**config.mk**
```make
export PLATFORM = sky130hd
export DESIGN_NAME = word_fetch
export DESIGN_NICKNAME = d
export VERILOG_FILES = /design/src/fb_pkg.sv /design/src/vga_pkg.sv /design/src/word_fetch.sv
export SDC_FILE = /design/constraint.sdc
export NUM_CORES = 1
export LEC_CHECK = 0
export ABC_CLOCK_PERIOD_IN_PS = 3000
export BUFFER_PORTS_ARGS = -buffer_cell sky130_fd_sc_hd__buf_4
export CORE_MARGIN = 1
export CORE_UTILIZATION = 45
export CTS_CLUSTER_DIAMETER = 60
export DETAILED_ROUTE_END_ITERATION = 7
export PLACE_DENSITY = 0.7
export SETUP_SLACK_MARGIN = 0.5
export SYNTH_ARGS = -nofsm -noshare
export SYNTH_HDL_FRONTEND = slang
export SYNTH_SLANG_ARGS = --single-unit
export TNS_END_PERCENT = 5
```
**constraint.sdc**
```tcl
create_clock -name pxl_clk_i -period 3 [get_ports pxl_clk_i]
set_clock_uncertainty 0.1 [all_clocks]
set_input_delay 0.45 -clock pxl_clk_i [delete_from_list [all_inputs] [get_ports pxl_clk_i]]
set_output_delay 0.45 -clock pxl_clk_i [all_outputs]
set_load 0.01 [all_outputs]
```
**src/fb_pkg.sv**
```systemverilog
package fb_pkg;

  localparam int FB_ADDR_W     = 14;
  localparam int FB_WORD_W     = 16;
  localparam int ROW_WORDS     = 160;   // words per buffer row in quad mode
  localparam int LINES_PER_ROW = 8;     // scanlines sharing one row
  localparam int FB_DEPTH      = 9600;  // 60 rows of 160 words
  localparam int QUEUE_DEPTH   = 4;     // serializer queue, also credit count

  localparam int WORD_CNT_W = $clog2(ROW_WORDS + 1);    // up to 160
  localparam int CREDIT_W   = $clog2(QUEUE_DEPTH + 1);  // 0..4
  localparam int QPTR_W     = $clog2(QUEUE_DEPTH);      // queue index

  typedef enum logic {
    MODE_QUAD = 1'b0,  // four 4-bit indices per word
    MODE_MONO = 1'b1   // eight 1-bit pixels per word
  } display_mode_t;

  // mono cell, bits[7] is the leftmost pixel
  typedef struct packed {
    logic [3:0] fg;    // index for set bits
    logic [3:0] bg;    // index for clear bits
    logic [7:0] bits;
  } mono_cell_t;

  // quad pixel, idx[3] is the leftmost pixel
  typedef struct packed {
    logic [3:0][3:0] idx;
  } quad_pix_t;

  typedef union packed {
    mono_cell_t mono;
    quad_pix_t  quad;
  } fb_word_t;

endpackage

```
**src/vga_pkg.sv**
```systemverilog
package vga_pkg;

  // horizontal timing in pixel clocks
  localparam int H_ACTIVE = 640;
  localparam int H_FP     = 16;
  localparam int H_SYNC   = 96;
  localparam int H_TOTAL  = 800;

  // vertical timing in lines
  localparam int V_ACTIVE = 480;
  localparam int V_FP     = 10;
  localparam int V_SYNC   = 2;
  localparam int V_TOTAL  = 525;

  localparam int HCNT_W = $clog2(H_TOTAL);  // 10 bits
  localparam int VCNT_W = $clog2(V_TOTAL);  // 10 bits

  localparam int FETCH_START_H = 700;  // inside hsync, next line prefetch
  localparam int OUT_LATENCY   = 2;    // counters to pins
  localparam int RGB_W         = 12;   // 4 bits per gun

  // fixed palette {red, green, blue}
  // red = i, green = 15 - i, blue = i ^ 5
  localparam logic [RGB_W-1:0] PALETTE [16] = '{
    12'h0F5, 12'h1E4, 12'h2D7, 12'h3C6,
    12'h4B1, 12'h5A0, 12'h693, 12'h782,
    12'h87D, 12'h96C, 12'hA5F, 12'hB4E,
    12'hC39, 12'hD28, 12'hE1B, 12'hF0A
  };

endpackage

```
**src/word_fetch.sv**
```systemverilog
module word_fetch (
  input  logic                          pxl_clk_i,
  input  logic                          pxl_reset_i,
  input  logic [vga_pkg::HCNT_W-1:0]    h_count_i,
  input  logic [vga_pkg::VCNT_W-1:0]    v_count_i,
  input  fb_pkg::display_mode_t         frame_mode_i,
  input  logic                          credit_return_i,  // one per serializer pop
  output logic                          rd_en_o,
  output logic [fb_pkg::FB_ADDR_W-1:0]  rd_addr_o
);
  import vga_pkg::*;
  import fb_pkg::*;

  logic [VCNT_W-1:0]     next_line;
  logic [FB_ADDR_W-1:0]  row_base;
  logic [WORD_CNT_W-1:0] line_words;
  logic                  fetch_start;
  logic [WORD_CNT_W-1:0] words_left_r;  // reads still to issue this line
  logic [FB_ADDR_W-1:0]  addr_r;
  logic [CREDIT_W-1:0]   credit_cnt_r;  // free queue slots

  always_comb begin
    next_line   = (v_count_i == VCNT_W'(V_TOTAL - 1)) ? '0 : v_count_i + 1'b1;
    row_base    = FB_ADDR_W'((next_line / LINES_PER_ROW) * ROW_WORDS);  // 8 lines per row
    line_words  = (frame_mode_i == MODE_MONO) ? WORD_CNT_W'(ROW_WORDS / 2)
                                              : WORD_CNT_W'(ROW_WORDS);
    fetch_start = (h_count_i == HCNT_W'(FETCH_START_H)) &&
                  (next_line < VCNT_W'(V_ACTIVE));
  end

  assign rd_en_o   = (words_left_r != '0) && (credit_cnt_r != '0);
  assign rd_addr_o = addr_r;

  always_ff @(posedge pxl_clk_i) begin
    if (pxl_reset_i) begin
      words_left_r <= '0;
      credit_cnt_r <= CREDIT_W'(QUEUE_DEPTH);
    end else begin
      if (fetch_start) begin
        words_left_r <= line_words;
      end else if (rd_en_o) begin
        words_left_r <= words_left_r - 1'b1;
      end
      // read takes a slot, pop gives one back
      credit_cnt_r <= credit_cnt_r - CREDIT_W'(rd_en_o) + CREDIT_W'(credit_return_i);
    end
  end

  // sequential addresses within the row
  always_ff @(posedge pxl_clk_i) begin
    if (fetch_start) begin
      addr_r <= row_base;
    end else if (rd_en_o) begin
      addr_r <= addr_r + 1'b1;
    end
  end

  a_credit_bound: assert property (
    @(posedge pxl_clk_i) disable iff (pxl_reset_i)
    credit_cnt_r <= CREDIT_W'(QUEUE_DEPTH)
  );

  // out of credits, no read until the serializer returns one
  a_no_read_dry: assert property (
    @(posedge pxl_clk_i) disable iff (pxl_reset_i)
    (credit_cnt_r == '0 && !credit_return_i) |=> !rd_en_o
  );

endmodule
```
==> impl_metrics.env <==
export IMPL_worst_setup_path_end_kind="register"
export IMPL_ys_warn_count=0
export IMPL_fillers=351
export IMPL_async_flop_share_pct=0
export IMPL_vias=1584
export IMPL_firstDrtPassIters=4
export IMPL_via_per_inst=5.35
export IMPL_clk_path_buf_depth=2
export IMPL_syn_num_nets=238
export IMPL_hold_viol=0
export IMPL_root_buffer="clkbuf_8"
export IMPL_arrival_ns=2.56
export IMPL_maxCapViolCount=0
export IMPL_status="complete, no violations"
export IMPL_placedCellCount=289
export IMPL_synth_cell_type_count=44
export IMPL_fin_setup_tns_ns=0
export IMPL_core_area_um2=4000
export IMPL_ir_worst_vdd_mv=0.433
export IMPL_totalWireLength_mm=3.85
export IMPL_final_seq_area_um2=591
export IMPL_syn2layout_area_growth_pct=27.4
export IMPL_slew_viol_final=0
export IMPL_diodes=0
export IMPL_grt_overflow=0
export IMPL_p_leak_nw=1.03
export IMPL_layout_nets=287
export IMPL_cts_tree="built"
export IMPL_synth_most_common_cell="nand2_1"
export IMPL_synth_area_leaders="dfxtp_1 17%, edfxtp_1 14%, ha_1 9.3%, xor2_1 7.5%, xnor2_1 5.1%"
export IMPL_finalSetupViolations=0
export IMPL_drc_errors=0
export IMPL_grt_max_degree=17
export IMPL_initial_core_util_pct=47.0
export IMPL_fin_cells=296
export IMPL_io_pin_count=39
export IMPL_crit_fanout=4
export IMPL_crit_path_start_kind="input port"
export IMPL_worstMarginPinSlew_ns=0.463
export IMPL_clock_fmax_ghz=0.380
export IMPL_antenna_found_initial=0
export IMPL_ant_nets=0
export IMPL_p_per_area_nw_per_um2=900
export IMPL_io_buffers=38
export IMPL_synthFlopType="dfxtp_1"
export IMPL_fp_row_count=23
export IMPL_numCtsBuffers=3
export IMPL_grt_pass1_vias=1513
export IMPL_rsz0062_at_grt="true"
export IMPL_synth_cells=198
export IMPL_netlist_area_leader_share_pct=17.0
export IMPL_die_area_um2=4440
export IMPL_finalPower_w=0.00216
export IMPL_yosysTopAreaCell="dfxtp_1"
export IMPL_die_w_um=66.6
export IMPL_period_share_pct=87.7
export IMPL_drtIter0Drc=59
export IMPL_fp_dieH_um=66.6
export IMPL_drive_gt1_share_pct=30.1
export IMPL_max_slew_margin_rel_pct=68.9
export IMPL_clk_pin_slew_ns=0.10
export IMPL_cts_hold_buf=0
export IMPL_gp_congestion=0.781
export IMPL_avgSynthCellArea_um2=9.49
export IMPL_synth_area_um2=1880
export IMPL_grtUsageTotal_pct=19.3
export IMPL_synth_seq_cells=25
export IMPL_seq_area_frac_synth_pct=31.4
export IMPL_wl_per_cell_um=13.0
export IMPL_dpl_hpwl_mm=2.96
export IMPL_synth_edf_count=9
export IMPL_synth_common_cells="18 x nand2_1, 16 x dfxtp_1, 16 x xor2_1"
export IMPL_clkSinkCount=25
export IMPL_crit_required_ns=2.92
export IMPL_multiInputGateArea_um2=1260
export IMPL_worstSetupPathType="input port to register"
export IMPL_whs_ns=0.326
export IMPL_min_period_ns=2.63
export IMPL_grt_pass1_wl_mm=6.49
export IMPL_hp_class="input port to register"
export IMPL_insertion_delay_ns=0.27
export IMPL_htreeDepth=1
state kept, by name (all words and copies together) (netlist names):
| name | flops |
|---|---|
| rd_addr_o | 14 |
| words_left_r | 8 |
| credit_cnt_r | 3 |
critical path, cell delays in order:
cell and delay [ns]:
buf_4 0.10, and4_1 0.22, and3_4 0.23, nand2_1 0.07, xnor2_1 0.21, ha_1 0.29, ha_1 0.30, a21o_1 0.17
a21oi_2 0.17, xor2_1 0.24, mux2i_1 0.10
where the power goes:
part,total [W],switching (W),internal (W)
Sequential,0.000749,0.000183,0.000566
Combinational,0.00119,0.000600,0.000592
Clock,0.000216,0.000118,0.0000974
Total,0.00216,0.000900,0.00126
path summary, 6_finish.rpt:
| path | start | end | slack, ns | cells past startpoint |
|---|---|---|---|---|
| setup / recovery | v_count_i[1] | rd_addr_o[11] | 0.37 | 11 |
| hold / removal | pxl_reset_i | words_left_r[1] | 0.33 | 2 |
| setup reg to reg | words_left_r[0] | credit_cnt_r[2] | 0.42 | 13 |
| hold reg to reg | rd_addr_o[1] | rd_addr_o[1] | 0.41 | 2 |
logic make-up after synthesis:
logic type	share of synthesized area (%)
fa+ha+maj	11.5
xor+xnor	12.6
flops	31.4
compound gates	9.79
mux	3.73
simple gates	25.4
buf+inv	5.66
what timing repair did:
| action | CTS | global route |
|---|---|---|
| buffers inserted | 2 | 1 |
| gates resized for setup | 10 | 2 |
| endpoints found under the setup margin | 4 | 17 |
| pin swaps | 10 | 2 |
placed cells by master, fill, tap and decap left out, drive strengths merged, types with 4 or more instances in the layout:
cell type / count
buf: 51
nand2: 18
dfxtp: 16
xor2: 16
ha: 14
inv: 13
nor2: 12
nand4: 11
xnor2: 11
edfxtp: 9
mux2i: 7
o31ai: 7
nor3: 7
nand3: 6
a21oi: 5
nor4: 5
and4: 4
layout make-up:
type                    count  share of cell area (%)
clock inverters             1                   0.366
well taps                  50                    2.61
inverters                  12                    1.88
repair buffers             51                    16.3
flip-flops and latches     25                    24.7
multi-input cells         154                    52.5
clock buffers               3                    1.72
routing by layer:
metal	share of wire (%)	vias up	track usage, %
li1	-	811	-
met1	47	732	23.5
met2	48	39	33.7
met3	3.9	2	1.20
met4	1.4	0	9.57
met5	0	-	0
through the flow:
stage	util, %	area, µm²	setup slack [ns]
after CTS	59.4	2380	0.293
final	59.9	2390	0.368
after detailed placement	56.7	2270	-0.0211
after global routing	59.9	2390	0.273
after global placement	56.7	2270	0.0499
after floorplan	-	1910	0.220
Power figures use the tool's default switching activity.
