### config.mk
export PLATFORM = sky130hd
export DESIGN_NAME = scanout_serializer
export DESIGN_NICKNAME = d
export VERILOG_FILES = /design/src/fb_pkg.sv /design/src/vga_pkg.sv /design/src/scanout_serializer.sv
export SDC_FILE = /design/constraint.sdc
export NUM_CORES = 1
export LEC_CHECK = 0
export BUFFER_PORTS_ARGS = -buffer_cell sky130_fd_sc_hd__buf_2
export CAP_MARGIN = 20
export CORE_UTILIZATION = 60
export DETAILED_ROUTE_END_ITERATION = 7
export GPL_ROUTABILITY_DRIVEN = 0
export PLACE_DENSITY = 0.8
export SYNTH_ARGS = -nofsm -noshare
export SYNTH_HDL_FRONTEND = slang
export SYNTH_SLANG_ARGS = --single-unit
### constraint.sdc
create_clock -name pxl_clk_i -period 6.62 [get_ports pxl_clk_i]
set_input_delay 1.324 -clock pxl_clk_i [delete_from_list [all_inputs] [get_ports pxl_clk_i]]
set_output_delay 1.324 -clock pxl_clk_i [all_outputs]
set_load 0.01 [all_outputs]
### src/fb_pkg.sv
package fb_pkg;

  localparam int FB_ADDR_W     = 14;
  localparam int FB_WORD_W     = 16;
  localparam int ROW_WORDS     = 160;   // words per buffer row in quad mode
  localparam int LINES_PER_ROW = 8;     // scanlines sharing one row
  localparam int FB_DEPTH      = 9600;  // 60 rows of 160 words
  localparam int QUEUE_DEPTH   = 4;     // serializer queue, also credit count

  localparam int WORD_CNT_W = $clog2(ROW_WORDS + 1);    // up to 160
  localparam int CREDIT_W   = $clog2(QUEUE_DEPTH + 1);  // 0..4
  localparam int QPTR_W     = $clog2(QUEUE_DEPTH);      // queue index

  typedef enum logic {
    MODE_QUAD = 1'b0,  // four 4-bit indices per word
    MODE_MONO = 1'b1   // eight 1-bit pixels per word
  } display_mode_t;

  // mono cell, bits[7] is the leftmost pixel
  typedef struct packed {
    logic [3:0] fg;    // index for set bits
    logic [3:0] bg;    // index for clear bits
    logic [7:0] bits;
  } mono_cell_t;

  // quad pixel, idx[3] is the leftmost pixel
  typedef struct packed {
    logic [3:0][3:0] idx;
  } quad_pix_t;

  typedef union packed {
    mono_cell_t mono;
    quad_pix_t  quad;
  } fb_word_t;

endpackage

### src/vga_pkg.sv
package vga_pkg;

  // horizontal timing in pixel clocks
  localparam int H_ACTIVE = 640;
  localparam int H_FP     = 16;
  localparam int H_SYNC   = 96;
  localparam int H_TOTAL  = 800;

  // vertical timing in lines
  localparam int V_ACTIVE = 480;
  localparam int V_FP     = 10;
  localparam int V_SYNC   = 2;
  localparam int V_TOTAL  = 525;

  localparam int HCNT_W = $clog2(H_TOTAL);  // 10 bits
  localparam int VCNT_W = $clog2(V_TOTAL);  // 10 bits

  localparam int FETCH_START_H = 700;  // inside hsync, next line prefetch
  localparam int OUT_LATENCY   = 2;    // counters to pins
  localparam int RGB_W         = 12;   // 4 bits per gun

  // fixed palette {red, green, blue}
  // red = i, green = 15 - i, blue = i ^ 5
  localparam logic [RGB_W-1:0] PALETTE [16] = '{
    12'h0F5, 12'h1E4, 12'h2D7, 12'h3C6,
    12'h4B1, 12'h5A0, 12'h693, 12'h782,
    12'h87D, 12'h96C, 12'hA5F, 12'hB4E,
    12'hC39, 12'hD28, 12'hE1B, 12'hF0A
  };

endpackage

### src/scanout_serializer.sv
module scanout_serializer (
  input  logic                          pxl_clk_i,
  input  logic                          pxl_reset_i,
  input  logic                          push_valid_i,   // word from frame buffer
  input  fb_pkg::fb_word_t              push_word_i,
  input  logic                          active_i,       // pixel in visible area
  input  fb_pkg::display_mode_t         frame_mode_i,
  output logic                          credit_return_o,
  output logic [vga_pkg::RGB_W-1:0]     rgb_o
);
  import vga_pkg::*;
  import fb_pkg::*;

  fb_word_t            queue_mem [QUEUE_DEPTH];  // word queue storage
  logic [QPTR_W-1:0]   wr_ptr_r;
  logic [QPTR_W-1:0]   rd_ptr_r;
  logic [CREDIT_W-1:0] q_count_r;
  fb_word_t            cur_word_r;   // word being shifted out
  fb_word_t            pix_word;
  logic                active_d_r;   // for rising edge of active_i
  logic [2:0]          phase_r;      // pixel within group
  logic [2:0]          cur_phase;
  logic [2:0]          phase_mask;
  logic                pop;
  logic [3:0]          pix_idx;      // palette index of this pixel

  always_comb begin
    phase_mask = (frame_mode_i == MODE_MONO) ? 3'd7 : 3'd3;  // 8 or 4 pixels
    cur_phase  = active_d_r ? phase_r : 3'd0;  // restart at line start
    pop        = active_i && (cur_phase == 3'd0);
    pix_word   = pop ? queue_mem[rd_ptr_r] : cur_word_r;  // head used on first pixel
    if (frame_mode_i == MODE_MONO) begin
      pix_idx = pix_word.mono.bits[3'd7 - cur_phase] ? pix_word.mono.fg
                                                    : pix_word.mono.bg;
    end else begin
      pix_idx = pix_word.quad.idx[2'd3 - cur_phase[1:0]];
    end
  end

  assign credit_return_o = pop;  // slot freed on every pop

  // queue storage and held word
  always_ff @(posedge pxl_clk_i) begin
    if (push_valid_i) begin
      queue_mem[wr_ptr_r] <= push_word_i;
    end
    if (pop) begin
      cur_word_r <= queue_mem[rd_ptr_r];
    end
  end

  always_ff @(posedge pxl_clk_i) begin
    if (pxl_reset_i) begin
      wr_ptr_r   <= '0;
      rd_ptr_r   <= '0;
      q_count_r  <= '0;
      active_d_r <= 1'b0;
      phase_r    <= 3'd0;
      rgb_o      <= '0;
    end else begin
      wr_ptr_r   <= wr_ptr_r + QPTR_W'(push_valid_i);  // wraps at depth 4
      rd_ptr_r   <= rd_ptr_r + QPTR_W'(pop);
      q_count_r  <= q_count_r + CREDIT_W'(push_valid_i) - CREDIT_W'(pop);
      active_d_r <= active_i;
      if (active_i) begin
        phase_r <= (cur_phase + 3'd1) & phase_mask;
      end
      rgb_o <= active_i ? PALETTE[pix_idx] : '0;  // blank outside visible area
    end
  end

  // fetch must have the word ready by group start
  a_no_pop_empty: assert property (
    @(posedge pxl_clk_i) disable iff (pxl_reset_i) pop |-> q_count_r != '0
  );

  // credit loop keeps the queue from overflowing
  a_no_push_full: assert property (
    @(posedge pxl_clk_i) disable iff (pxl_reset_i)
    push_valid_i |-> q_count_r != CREDIT_W'(QUEUE_DEPTH)
  );

endmodule

==> out/qor.txt <==
P&R area growth vs syn -> 9.270%
Met2 Usage GRT -> 0.3562
Mapped Nets -> 326
Clk_skew -> 8.278 ps
Most frequent cells in the layout -> 70 x nand2_1, 64 x edfxtp_1, 33 x buf_2
Fin. Hold Viols -> 0
Worst Tran Pin Value -> 917.8 ps
Max IR drop VDD -> 185.1 uV
Clock Sinks -> 96
CP Launch Type -> input pin
Die Area -> 0.007012 sq mm
RSZ-0062 raised after global routing -> false
Slowest CP cell -> inv_1
Setup TNS -> 0 ps
Total gr overflow -> 0
# diodes -> 0
Critical Path Sink Type -> primary output
Post-CTS setup buffers -> 0
Met1 usage -> 0.2881
Final Cycle Share -> 0.6403
CP Cell Sequence -> buf_2 > and2_1 > nand2_2 > inv_1 > buf_2
Width of the die -> 83.74 um
Initial Util -> 0.6277
Antenna-violating nets left -> 0
H-tree Lvls -> 3
Post-layout util -> 0.6859
Iter 0 DRT Violations -> 280
Wirelength per Cell -> 18.12 um
Residual DRC -> 0
Std cell rows -> 29
Ratio of cells with drive above 1 in the final layout -> 0.2202
Hold crit path type -> register to register
Placeable Area -> 0.006386 sq mm
Clock root buffer -> clkbuf_8
Largest net degree at the start of global routing -> 24
Post-DP HPWL -> 5154 um
Fill cells -> 453
Nets -> 356
Post-Syn Area -> 0.004009 sq mm
Period minus WS final -> 4239 ps
Cts bufs inserted -> 9
Vias in the first global route -> 2486
CTS tree -> yes
Input/output buffers -> 33
Initial antenna violation count -> 0
FMAX -> 0.2359 GHz
Final Setup Violations -> 0
Global routing usage on met3 -> 0.06133
Slew Limit Fails -> 0
Crit-path max cell delay -> 590 ps
Req. time, crit path -> 5300 ps
Yosys warns -> 0
Gr usage total -> 0.2295
GRT busiest layer -> met2
CTS Hold Bufs -> 0
Layout Cells excl Fill -> 413
Post-synth cell types -> 52
Post-CTS Resized -> 0
Post-Syn Area per Cell -> 13.32 sq um
Max_slew headroom -> 0.3875
Sequential-to-total area share from yosys stat -> 0.6392
Clock Path Buffers -> 2
Clock transition at path regs -> 100 ps
CP dominant cell by count -> buf_2
Most common cell after layout, fill and taps aside -> nand2_1
Vias/cell -> 6.186
Initial DRT Pass Iterations -> 5
DRT Wirelength -> 7484 um
Worst-case hold slack -> 467.3 ps
Vias -> 2555
PD cells -> 284.0 mW/mm^2
Global-route wire length before repair -> 12050 um
Cells after synthesis -> 301
Clock latency on the worst-skew pair -> 370 ps
Arrival time at the worst endpoint -> 2910 ps
Max-cap violations -> 0
Placed insts -> 397
Critical path class -> input pin to primary output
Flops & latches, synth -> 96
Leak -> 1.677 nW
Max FO, Critical Path -> 23
Outcome -> finished clean
Die H -> 83.74 um
IO Count -> 34
## per-stage QoR
stage	cell area (sq um)	setup WS [ps]	power [mW]
floorplan	4009	3015	0.8351
global placement	4188	2464	0.8770
detailed placement	4188	2442	0.8836
CTS	4380	2433	1.246
global route	4380	2226	1.290
finish	4380	2381	1.244
## synth_stat cells (all sizes together)
master,instances,share of area
nand2,71,0.067
edfxtp,64,0.48
dfxtp,32,0.16
mux4,17,0.098
buf,10,0.018
nor2,9,0.0084
a21oi,7,0.0087
clkbuf,7,0.010
nand3,7,0.0087
a31oi,6,0.0094
and2,6,0.010
inv,6,0.0056
ha,4,0.012
nor3,4,0.0050
o21ai,4,0.0050
o22ai,4,0.0062
nor2b,3,0.0047
o22a,3,0.0069
o31ai,3,0.0056
or3,3,0.0047
a21o,2,0.0037
a221o,2,0.0050
a32o,2,0.0050
a41o,2,0.0050
and3,2,0.0031
mux2i,2,0.0050
o21a,2,0.0041
o31a,2,0.0044
xnor2,2,0.0044
a211oi,1,0.0019
a221oi,1,0.0022
a22oi,1,0.0019
a311o,1,0.0025
a311oi,1,0.0022
a31o,1,0.0022
a32oi,1,0.0022
and3b,1,0.0022
nand2b,1,0.0016
nor3b,1,0.0019
nor4,1,0.0016
or2b,1,0.0019
xor2,1,0.0022
## sequential cells by signal (all words and copies together) (netlist names)
signal	cells
active_d_r	1
cur_word_r	16
phase_r	3
queue_mem	64
rd_ptr_r	2
rgb_o	8
wr_ptr_r	2
## critical path, delay by kind of cell
| kind | cells | cell delay, ps |
|---|---|---|
| and+or+nand+nor | 2 | 580 |
| buffers and inverters | 3 | 990 |
## power by group
| group | switching, mW | internal (mW) | leakage [nW] |
|---|---|---|---|
| combinational | 0.0978 | 0.0707 | 0.723 |
| clock | 0.224 | 0.148 | 0.0997 |
| sequential | 0.0205 | 0.683 | 0.854 |
| total | 0.342 | 0.902 | 1.68 |
## routing by layer
layer | wire length [um] | vias to the layer above
li1 | - | 1186
met1 | 3176 | 1243
met2 | 3576 | 99
met3 | 471 | 27
met4 | 261 | 0
met5 | 0 | -
## path summary, 6_finish.rpt
| check | start | endpoint | slack [ps] | depth (start not counted) |
|---|---|---|---|---|
| max | active_i | credit_return_o | 2380 | 5 |
| min | cur_word_r[3] | cur_word_r[3] | 470 | 2 |
| max reg2reg | phase_r[0] | rgb_o[8] | 3100 | 10 |
| min reg2reg | cur_word_r[3] | cur_word_r[3] | 470 | 2 |
## area by class of cell
cell class	instances	area, sq um	area share
timing repair buffer	36	187.7	0.04284
tap	77	96.34	0.02199
sequential	96	2562	0.5850
clock inverter	7	68.82	0.01571
inverter	6	22.52	0.005141
multi-input combinational	182	1319	0.3011
clock buffer	9	123.9	0.02828
## cell families after synthesis
| logic type | synth area share |
|---|---|
| simple gates | 0.1208 |
| flops | 0.6392 |
| compound gates | 0.08396 |
| buf+inv | 0.03371 |
| mux | 0.1033 |
| fa+ha+maj | 0.01248 |
| xor+xnor | 0.006556 |
No activity file was read; power rests on OpenSTA's default activity.
