--- src/pixel_clk_gen.sv ---
module pixel_clk_gen (
  input  logic sys_clk_i,      // system clock
  input  logic reset_async_i,  // system reset
  output logic pxl_clk_o,      // sys_clk_i / 4
  output logic pxl_reset_o,    // pixel domain reset
  output logic ready_async_o   // pixel clock usable
);

  logic [1:0] div_cnt_r;   // divide by four
  logic [1:0] hold_cnt_r;  // pixel periods seen with reset held

  assign pxl_clk_o     = div_cnt_r[1];   // low while held in reset
  assign ready_async_o = ~pxl_reset_o;

  always_ff @(posedge sys_clk_i) begin
    if (reset_async_i) begin
      div_cnt_r   <= 2'b00;
      hold_cnt_r  <= 2'd0;
      pxl_reset_o <= 1'b1;
    end else begin
      div_cnt_r <= div_cnt_r + 2'd1;
      // step only on falling pixel edges so release never races a rising one
      if (pxl_reset_o && div_cnt_r == 2'b11) begin
        if (hold_cnt_r == 2'd3) begin
          pxl_reset_o <= 1'b0;  // after the 4th rising pixel edge
        end else begin
          hold_cnt_r <= hold_cnt_r + 2'd1;
        end
      end
    end
  end

  // divider held low during system reset
  a_no_rise_in_reset: assert property (
    @(posedge sys_clk_i) reset_async_i |=> !pxl_clk_o
  );

endmodule

--- config.mk ---
export PLATFORM = sky130hd
export DESIGN_NAME = pixel_clk_gen
export DESIGN_NICKNAME = d
export VERILOG_FILES = /design/src/pixel_clk_gen.sv
export SDC_FILE = /design/constraint.sdc
export NUM_CORES = 1
export LEC_CHECK = 0
export BUFFER_PORTS_ARGS = -buffer_cell sky130_fd_sc_hd__buf_2
export CAP_MARGIN = 15
export CORE_AREA = 8 8 45 47
export CTS_CLUSTER_SIZE = 28
export DETAILED_ROUTE_END_ITERATION = 12
export DIE_AREA = 0 0 53 55
export GPL_TIMING_DRIVEN = 1
export PLACE_DENSITY = 0.3
export SYNTH_ARGS = -nofsm -noshare
export SYNTH_HDL_FRONTEND = slang
export SYNTH_SLANG_ARGS = --single-unit
--- constraint.sdc ---
create_clock -name sys_clk_i -period 1.8 [get_ports sys_clk_i]
set_clock_uncertainty 0.2 [all_clocks]
set_input_delay 0.36 -clock sys_clk_i [delete_from_list [all_inputs] [get_ports sys_clk_i]]
set_output_delay 0.36 -clock sys_clk_i [all_outputs]
set_load 0.01 [all_outputs]
==> impl_metrics.py, run 1 <==
metrics = {
    "status": {
        "result_of_the_run": "finished clean",
    },
    "power_and_ir_drop": {
        "internal-power_uw": 211.2,
        "combinationalPowerShare_pct": 7.3,
        "p_clk_share_pct": 47.5,
        "power.share.sequential_pct": 45.2,
        "power.share.switching_pct": 20.58,
        "power_leakage_nw": 0.1318,
        "power_switching_uw": 54.73,
        "vdd_ir_drop_max_uv": 319.4,
        "total_power_of_the_final_layout_uw": 266.0,
        "cellPowerDensity_nw_per_um2": 966.2,
    },
    "place": {
        "gp_routability_congestion": 0.5109,
        "dpl_hpwl_um": 320.7,
        "input_output_buffers": 4,
    },
    "die": {
        "die_width_um": 53,
        "rows": 14,
        "floorplan.io_pins": 5,
        "die_area_um2": 2915,
        "fp.dieH_um": 55,
        "initial_core_util_pct": 15.10,
        "design.core.area_um2": 1384,
    },
    "clock_network": {
        "postCtsHoldBufs": 0,
        "clock-root-buffer": "sky130_fd_sc_hd__clkbuf_4",
        "setup_buffers_after_cts": 0,
        "cts_repair_resize_count": 0,
        "cts_tree": "done",
        "clkSinkCount": 5,
        "cts.reportedPaths.clkPinSlew_ns": 0.04,
        "clock_tree.htree_level_count": 1,
        "clock_tree.buffer_depth": 2,
        "worst_skew_pair.late_latency_ns": 0.24,
        "tritoncts.num_buffers": 3,
    },
    "yosys": {
        "synth_nets": 23,
        "count_of_state_elements_after_synthesis": 5,
        "syn-mean-instance-area_um2": 11.00,
        "yosysSeqAreaShare_pct": 47.90,
        "synthDistinctLibCells": 11,
        "netlist_area_before_placement_um2": 209.0,
        "synth_cells": 19,
        "synthesis.yosys.warnings": 0,
    },
    "sta": {
        "timing.final.crit_share_pct": 79.15,
        "pins_over_their_slew_limit": 0,
        "rsz0062_at_grt": "false",
        "setup_violations": 0,
        "hold_viol_final": 0,
        "tightestPinTransition_ns": 0.1289,
        "maxClockFrequency_mhz": 701.9,
        "tns_ns": 0,
        "final_period_minus_worst_setup_slack_ns": 1.425,
        "relSlewSlack_pct": 91.16,
    },
    "cells_and_area": {
        "layout_common_cells": "sky130_fd_sc_hd__dfxtp_1, sky130_fd_sc_hd__buf_2, sky130_fd_sc_hd__clkbuf_4",
        "fin_nets": 32,
        "area.growth.synth_to_final_pct": 31.74,
        "final_common_cell": "sky130_fd_sc_hd__dfxtp_1",
        "antenna_cells": 0,
        "final_layout_size_suffix_gt1_share_pct": 37.04,
    },
    "setup_path": {
        "critPathLaunch": "hold_cnt_r[0]",
        "critPathArrivalTime_ns": 1.35,
        "crit_path_max_fanout": 3,
        "critical_path.endpoint_type": "flop",
        "cpPeakStageDelay_ns": 0.32,
        "worst_ep_required_time_ns": 1.72,
        "worstPathCellList": "ha_1, and3b_2, mux2_4",
        "critical_path.slowest_cell": "sky130_fd_sc_hd__dfxtp_1",
        "crit-reg2reg-launch": "hold_cnt_r[0]",
        "timing.setup.critical_path_class": "reg -> reg",
        "worst_r2r_path_depth": 3,
        "start_kind": "flop",
    },
    "global_route": {
        "grt_pass1_wl_um": 717,
        "grt_start_max_net_pins": 8,
        "track_usage_pct": 3.718,
        "first_global_vias": 192,
        "grt-ovfl-total": 0,
        "grt_antenna_before_repair": 0,
    },
    "detailed_routing": {
        "drt-vias-per-instance": 3.605,
        "drt_iter0_markers": 2,
        "drt_pass_1_iters": 4,
        "dr_total_vias": 155,
        "total_wire_length_um": 401,
        "remaining_drc_errors": 0,
        "routedWlPerCell_um": 9.326,
        "final_antenna_net_count": 0,
    },
    "worst_hold_path": {
        "min_delay_path_depth": 2,
        "hp-start": "reset_async_i",
        "hp-class": "in -> reg",
    },
    "flow_run": {
        "drv_cap": 0,
    },
}
[through the flow]
| step | worst slack, ns | utilization [%] | area (µm²) | std cells | hold WS (ns) |
|---|---|---|---|---|---|
| after floorplan | 0.4499 | - | 209.0 | 19 | 0.1886 |
| after global placement | 0.3920 | 17.99 | 249.0 | 39 | 0.2010 |
| after detailed placement | 0.3849 | 17.99 | 249.0 | 39 | 0.2157 |
| after CTS | 0.3710 | 19.89 | 275.3 | 43 | 0.1609 |
| after global routing | 0.3480 | 19.89 | 275.3 | 43 | 0.1950 |
| final | 0.3752 | 19.89 | 275.3 | 43 | 0.1680 |
[synthesized netlist by cell type]
| cell type | count | area share (%) |
|---|---|---|
| sky130_fd_sc_hd__a21o_2 | 1 | 4.2 |
| sky130_fd_sc_hd__and3b_2 | 1 | 4.8 |
| sky130_fd_sc_hd__dfxtp_1 | 5 | 48 |
| sky130_fd_sc_hd__ha_1 | 2 | 12 |
| sky130_fd_sc_hd__inv_1 | 1 | 1.8 |
| sky130_fd_sc_hd__mux2_4 | 1 | 7.2 |
| sky130_fd_sc_hd__mux2i_1 | 1 | 4.8 |
| sky130_fd_sc_hd__nand2_1 | 1 | 1.8 |
| sky130_fd_sc_hd__nand2b_1 | 2 | 6.0 |
| sky130_fd_sc_hd__nor2_1 | 2 | 3.6 |
| sky130_fd_sc_hd__nor2b_1 | 2 | 6.0 |
[metal layers]
metal / part of all wire, % / vias to the layer above / global-route usage, % / wire length (µm)
li1: - / 77 / - / -
met1: 40 / 75 / 2.892 / 159
met2: 56 / 3 / 6.055 / 225
met3: 4.0 / 0 / 1.604 / 16
met4: 0 / 0 / 5.172 / 0
met5: 0 / - / 0 / 0
[worst max-delay path, delay by kind of cell (launching register included)]
kind                       cells  cell delay [ns]
and+or+nand+nor                1             0.28
muxes                          1             0.30
DFF                            1             0.32
adders and majority gates      1             0.22
[layout make-up]
class / instances / area (µm²)
timing repair buffer: 4 / 20.02
inverter: 1 / 3.754
fill: 152 / 1109
sequential: 5 / 100.1
multi-input combinational: 13 / 105.1
clock buffer: 4 / 26.28
tap: 16 / 20.02
[power groups by stage]
| stage | Combinational (mW) | Clock (mW) | Sequential (mW) |
|---|---|---|---|
| global placement | 0.0194 | 0 | 0.122 |
| detailed placement | 0.0198 | 0 | 0.122 |
| floorplan | 0.0114 | 0 | 0.123 |
| CTS | 0.0200 | 0.135 | 0.121 |
| finish | 0.0194 | 0.126 | 0.120 |
| global route | 0.0232 | 0.137 | 0.121 |
[worst paths after layout]
path	end	slack, ns
hold / removal	div_cnt_r[1]	0.17
hold reg to reg	div_cnt_r[0]	0.22
setup reg to reg	hold_cnt_r[0]	0.38
setup / recovery	hold_cnt_r[0]	0.38
[flip-flops by register name (all words and copies together), names as in the netlist]
signal and flops:
pxl_reset_o 1, hold_cnt_r 2, div_cnt_r 2
[cell families after synthesis]
logic type | count (synthesis) | share of synthesized area [%]
buf+inv | 1 | 1.795
simple gates | 8 | 22.15
flops | 5 | 47.91
fa+ha+maj | 2 | 11.97
mux | 2 | 11.97
compound gates | 1 | 4.192
Note: power is estimated with default switching activity, not from simulation.
==> inputs of run 2 (changes only) <==
--- a/config.mk
+++ b/config.mk
@@ -5,6 +5,7 @@
 export SDC_FILE = /design/constraint.sdc
 export NUM_CORES = 1
 export LEC_CHECK = 0
+export ABC_AREA = 1
 export BUFFER_PORTS_ARGS = -buffer_cell sky130_fd_sc_hd__buf_2
 export CAP_MARGIN = 15
 export CORE_AREA = 8 8 45 47
==> constraint.sdc (replaced) <==
create_clock -name sys_clk_i -period 1.4 [get_ports sys_clk_i]
set_clock_uncertainty 0.2 [all_clocks]
set_input_delay 0.28 -clock sys_clk_i [delete_from_list [all_inputs] [get_ports sys_clk_i]]
set_output_delay 0.28 -clock sys_clk_i [all_outputs]
set_load 0.01 [all_outputs]
==> impl_metrics.py, run 2 <==
metrics = {
    "die": {
        "fp.dieH_um": 55,
        "rows": 14,
        "floorplan.io_pins": 5,
        "initial_core_util_pct": 14.83,
        "die_area_um2": 2915,
        "die_width_um": 53,
        "design.core.area_um2": 1384,
    },
    "yosys": {
        "synthMostInstantiatedCell": "sky130_fd_sc_hd__nor2_1",
        "synthDistinctLibCells": 8,
        "synth_cells": 27,
        "post_synth_edffs": 0,
        "yosys-top-cells-area": "sky130_fd_sc_hd__dfxtp_1, sky130_fd_sc_hd__nor2_1, sky130_fd_sc_hd__ha_1",
        "synthesis.yosys.warnings": 0,
        "count_of_state_elements_after_synthesis": 5,
        "post_synth_most_frequent_cells": "sky130_fd_sc_hd__nor2_1, sky130_fd_sc_hd__dfxtp_1, sky130_fd_sc_hd__inv_1, sky130_fd_sc_hd__nand2_1, sky130_fd_sc_hd__ha_1",
        "asyncSetResetFlopFracSynth_pct": 0,
        "netlist.area_leader.share_pct": 48.78,
        "netlist_area_before_placement_um2": 205.2,
        "yosysSeqAreaShare_pct": 48.78,
        "flip_flop_cell_with_the_highest_count_after_synthesis": "sky130_fd_sc_hd__dfxtp_1",
        "synthDominantAreaCellType": "sky130_fd_sc_hd__dfxtp_1",
        "syn-mean-instance-area_um2": 7.600,
        "synth_nets": 31,
    },
    "power_and_ir_drop": {
        "internal-power_uw": 271.8,
        "p_clk_share_pct": 47.2,
        "power_leakage_nw": 0.1471,
        "cellPowerDensity_nw_per_um2": 1294,
        "power.share.switching_pct": 22.64,
        "vdd_ir_drop_max_uv": 436.1,
        "combinationalPowerShare_pct": 8.2,
        "power_switching_uw": 79.51,
        "power.share.sequential_pct": 44.6,
    },
    "cells_and_area": {
        "final_layout_size_suffix_gt1_share_pct": 20.00,
        "final_common_cell": "sky130_fd_sc_hd__nor2_1",
        "area.growth.synth_to_final_pct": 32.32,
        "antenna_cells": 0,
        "fill_cells": 161,
        "fin_nets": 40,
        "layout_common_cells": "sky130_fd_sc_hd__nor2_1, sky130_fd_sc_hd__inv_1, sky130_fd_sc_hd__nand2_1, sky130_fd_sc_hd__dfxtp_1, sky130_fd_sc_hd__buf_2",
        "biggestRegsByFlops": "div_cnt_r: 2 flops, hold_cnt_r: 2 flops, pxl_reset_o: 1 flops",
    },
    "setup_path": {
        "worst_ep_required_time_ns": 0.92,
        "timing.setup.critical_path_class": "reg -> out",
        "critPathArrivalTime_ns": 0.83,
        "crit_path_max_fanout": 6,
        "critical_path.endpoint_type": "primary output",
        "start_kind": "flop",
    },
    "sta": {
        "hold_viol_final": 0,
        "timing.final.crit_share_pct": 93.23,
        "setup_violations": 0,
        "pins_over_their_slew_limit": 0,
        "fin_worst_hold_slack_ns": 0.02393,
        "tightestPinTransition_ns": 0.1775,
        "rsz0062_at_grt": "false",
        "relSlewSlack_pct": 88.15,
        "final_period_minus_worst_setup_slack_ns": 1.305,
        "maxClockFrequency_mhz": 766.2,
        "tns_ns": 0,
    },
    "clock_network": {
        "postCtsHoldBufs": 0,
        "setup_buffers_after_cts": 0,
        "worst_skew_pair.late_latency_ns": 0.24,
        "cts.reportedPaths.clkPinSlew_ns": 0.05,
        "clkSinkCount": 5,
        "tritoncts.num_buffers": 3,
        "clock_tree.buffer_depth": 2,
        "cts_repair_resize_count": 0,
        "clock_tree.htree_level_count": 1,
        "clock-root-buffer": "sky130_fd_sc_hd__clkbuf_4",
        "cts_tree": "done",
    },
    "place": {
        "gp_routability_congestion": 0.7163,
        "dpl_hpwl_um": 329.6,
        "input_output_buffers": 4,
    },
    "status": {
        "result_of_the_run": "finished clean",
    },
    "detailed_routing": {
        "routedWlPerCell_um": 7.882,
        "final_antenna_net_count": 0,
        "remaining_drc_errors": 0,
        "dr_total_vias": 180,
        "total_wire_length_um": 402,
        "drt-vias-per-instance": 3.529,
        "drt_iter0_markers": 1,
        "drt_pass_1_iters": 3,
    },
    "worst_hold_path": {
        "hp-class": "in -> reg",
    },
    "global_route": {
        "grt_pass1_wl_um": 676,
        "track_usage_pct": 3.390,
        "grt_start_max_net_pins": 7,
        "grt-ovfl-total": 0,
        "grt_antenna_before_repair": 0,
        "first_global_vias": 187,
    },
    "flow_run": {
        "drv_cap": 0,
    },
}
## run 2: per-stage QoR
step           total power [mW]  setup slack, ns  util, %  instance area (µm²)  std cells
2_1_floorplan            0.1774           0.2799        -                205.2         27
3_3_place_gp             0.1859           0.2551    17.72                245.2         47
3_5_place_dp             0.1883           0.2372    17.72                245.2         47
4_1_cts                  0.3602          0.07862    19.62                271.5         51
5_1_grt                  0.3700          0.01962    19.62                271.5         51
6_report                 0.3513          0.09480    19.62                271.5         51
## run 2: path summary, 6_finish.rpt
path | from | to | slack, ns | cells after the start
max | pxl_reset_o | ready_async_o | 0.09 | 2
min | reset_async_i | div_cnt_r[1] | 0.02 | 2
max reg2reg | hold_cnt_r[0] | hold_cnt_r[1] | 0.24 | 5
min reg2reg | div_cnt_r[0] | div_cnt_r[0] | 0.22 | 1
## run 2: power by group through the flow
stage               combinational, mW  sequential, mW  clock [mW]
floorplan                      0.0175           0.160           0
global placement               0.0274           0.159           0
detailed placement             0.0292           0.159           0
CTS                            0.0292           0.157       0.174
global route                   0.0339           0.157       0.179
finish                         0.0288           0.157       0.166
## run 2: cells by family after synthesis
group                    Yosys count  share of synthesized area, %
AND/OR/NAND/NOR                   14                         27.44
buffers and inverters              5                         9.147
flip-flops                         5                         48.78
adder cells (fa/ha/maj)            2                         12.19
AO/OA/AOI/OAI                      1                         2.437
## run 2: cell type report
type	count	area (µm²)	share of cell area, %
Clock buffer	4	26.28	9.677
Inverter	5	18.77	6.912
Multi-Input combinational cell	17	86.33	31.80
Sequential cell	5	100.1	36.87
Tap cell	16	20.02	7.373
Timing Repair Buffer	4	20.02	7.373
## run 2: per-layer routing
metal  global-route usage [%]  wire [µm]  up-vias
met2                    4.297        175        5
met1                    3.349        189       76
met4                    5.172          0        0
met5                        0          0        -
li1                         -          -       99
met3                    1.604         37        0
## run 2: critical path, cell delays in order, from the launching register on
cell,delay (ns)
sky130_fd_sc_hd__dfxtp_1,0.40
sky130_fd_sc_hd__inv_1,0.05
sky130_fd_sc_hd__buf_2,0.13
==> inputs of run 3 (changes only) <==
==> constraint.sdc (replaced) <==
create_clock -name sys_clk_i -period 1.4 [get_ports sys_clk_i]
set_clock_uncertainty 0.2 [all_clocks]
set_input_delay 0.21 -clock sys_clk_i [delete_from_list [all_inputs] [get_ports sys_clk_i]]
set_output_delay 0.21 -clock sys_clk_i [all_outputs]
set_load 0.01 [all_outputs]
==> impl_metrics.py, run 3 (same netlist as run 2, synthesis figures left out) <==
metrics = {
    "power_and_ir_drop": {
        "cellPowerDensity_nw_per_um2": 1255,
        "power.share.sequential_pct": 44.4,
        "p_clk_share_pct": 46.9,
        "internal-power_uw": 273.5,
        "vdd_ir_drop_max_uv": 436.1,
        "power_switching_uw": 79.65,
        "power.share.switching_pct": 22.55,
        "combinationalPowerShare_pct": 8.8,
        "power_leakage_nw": 0.1513,
    },
    "clock_network": {
        "clock-root-buffer": "sky130_fd_sc_hd__clkbuf_4",
        "cts_repair_resize_count": 0,
        "clock_tree.htree_level_count": 1,
        "clock_tree.buffer_depth": 2,
        "cts.reportedPaths.clkPinSlew_ns": 0.04,
        "clkSinkCount": 5,
        "cts_tree": "done",
        "tritoncts.num_buffers": 3,
        "worst_skew_pair.late_latency_ns": 0.24,
    },
    "global_route": {
        "grt_antenna_before_repair": 0,
        "grt_use_met2_pct": 4.688,
        "grt_util_met1_pct": 3.349,
        "global_route.usage.met3_pct": 1.604,
        "first_global_vias": 194,
        "track_usage_pct": 3.499,
        "top_usage_layer": "met4",
        "grt_pass1_wl_um": 703,
        "grt_start_max_net_pins": 7,
        "grt-ovfl-total": 0,
    },
    "setup_path": {
        "timing.setup.critical_path_class": "reg -> out",
        "worstPathCellList": "inv_1, buf_2",
        "start_kind": "flop",
        "worst-path-buf-inv": 2,
        "reg2reg_to": "hold_cnt_r[1]",
        "crit-reg2reg-launch": "hold_cnt_r[0]",
        "critPathArrivalTime_ns": 0.82,
        "cpPeakStageDelay_ns": 0.40,
        "worst_ep_required_time_ns": 0.99,
        "critical_path.slowest_cell": "sky130_fd_sc_hd__dfxtp_1",
        "crit_family": "flip-flops",
        "crit_path_max_fanout": 6,
        "regToRegSetupSlack_ns": 0.24,
        "worst_r2r_path_depth": 5,
        "critical_path.endpoint_type": "primary output",
    },
    "worst_hold_path": {
        "hp-start": "div_cnt_r[0]",
        "timing.hold.worst_endpoint": "div_cnt_r[0]",
        "min_delay_path_depth": 1,
        "hp-class": "reg -> reg",
    },
    "cells_and_area": {
        "fin_nets": 41,
        "post_layout_nonfiller_instances": 52,
        "final_layout_size_suffix_gt1_share_pct": 19.44,
        "biggestRegsByFlops": "div_cnt_r: 2 flops, hold_cnt_r: 2 flops, pxl_reset_o: 1 flops",
        "final_common_cell": "sky130_fd_sc_hd__nor2_1",
        "antenna_cells": 0,
        "layout_common_cells": "sky130_fd_sc_hd__nor2_1, sky130_fd_sc_hd__inv_1, sky130_fd_sc_hd__nand2_1, sky130_fd_sc_hd__dfxtp_1, sky130_fd_sc_hd__buf_2",
        "fill_cells": 160,
        "area.growth.synth_to_final_pct": 37.19,
        "layout.cell_area.non_filler_um2": 281.5,
    },
    "detailed_routing": {
        "routedWlPerCell_um": 7.846,
        "total_wire_length_um": 408,
        "drt_iter0_markers": 1,
        "drt_pass_1_iters": 3,
        "dr_total_vias": 184,
        "drt-vias-per-instance": 3.538,
        "final_antenna_net_count": 0,
        "remaining_drc_errors": 0,
    },
    "die": {
        "rows": 14,
        "floorplan.io_pins": 5,
        "fp.dieH_um": 55,
        "die_width_um": 53,
        "initial_core_util_pct": 14.83,
        "die_area_um2": 2915,
        "design.core.area_um2": 1384,
    },
    "sta": {
        "maxClockFrequency_mhz": 809.9,
        "rsz0062_at_grt": "false",
        "tightestPinTransition_ns": 0.1775,
        "setup_violations": 0,
        "timing.final.crit_share_pct": 88.20,
        "final_period_minus_worst_setup_slack_ns": 1.235,
        "tns_ns": 0,
        "hold_viol_final": 0,
        "relSlewSlack_pct": 88.15,
        "pins_over_their_slew_limit": 0,
    },
    "flow_run": {
        "drv_cap": 0,
    },
    "place": {
        "detailed_place.area_um2": 245.2,
        "gp_routability_congestion": 0.7163,
        "input_output_buffers": 4,
        "dpl_hpwl_um": 329.6,
        "numPlacedInstances": 47,
    },
    "status": {
        "result_of_the_run": "finished clean",
    },
}
[run 3: power groups by stage]
stage                     Sequential (mW)  Combinational [mW]  Clock [mW]
after floorplan                     0.160              0.0175           0
after global placement              0.159              0.0274           0
after detailed placement            0.159              0.0292           0
after CTS                           0.157              0.0313       0.174
after global routing                0.157              0.0363       0.179
final                               0.157              0.0309       0.165
[run 3: what timing repair did]
item / CTS / global route
endpoints found under the setup margin: 0 / 0
endpoints found under the hold margin: 2 / 0
hold buffers: 1 / 0
setup buffers: 0 / 0
[run 3: cell type report]
class,count,area (µm²),share of cell area (%)
clock buffers,4,26.28,9.333
inverters,5,18.77,6.667
multi-input cells,17,86.33,30.67
flip-flops and latches,5,100.1,35.56
well taps,16,20.02,7.111
repair buffers,5,30.03,10.67
[run 3: routing by layer]
layer | share of wire (%) | vias up | routed length (µm)
met5 | 0 | - | 0
li1 | - | 101 | -
met3 | 9.1 | 0 | 37
met1 | 46 | 78 | 189
met2 | 44 | 5 | 181
met4 | 0 | 0 | 0
[run 3: how the worst max path moves through the flow]
stage	startpoint	to	slack, ns	depth (start not counted)
global placement	hold_cnt_r[0]	hold_cnt_r[1]	0.26	5
floorplan	div_cnt_r[1]	pxl_reset_o	0.28	4
global route	pxl_reset_o	ready_async_o	0.09	2
finish	pxl_reset_o	ready_async_o	0.17	2
CTS	pxl_reset_o	ready_async_o	0.15	2
detailed placement	hold_cnt_r[0]	hold_cnt_r[1]	0.24	5
[run 3: worst reg2reg max path: stages, from the launching register on]
cell	delay [ns]
sky130_fd_sc_hd__dfxtp_1	0.32
sky130_fd_sc_hd__ha_1	0.21
sky130_fd_sc_hd__inv_1	0.08
sky130_fd_sc_hd__nand3_1	0.09
sky130_fd_sc_hd__nor2_1	0.11
sky130_fd_sc_hd__nor2_1	0.05
[run 3: stage by stage]
stage / hold WS, ns / power (mW) / utilization [%] / worst slack [ns]
after floorplan: 0.08122 / 0.1774 / - / 0.2799
after global placement: 0.1965 / 0.1859 / 17.72 / 0.2551
after detailed placement: 0.2082 / 0.1883 / 17.72 / 0.2372
after CTS: 0.2160 / 0.3622 / 20.34 / 0.1486
after global routing: 0.2360 / 0.3723 / 20.34 / 0.08962
final: 0.2153 / 0.3532 / 20.34 / 0.1652
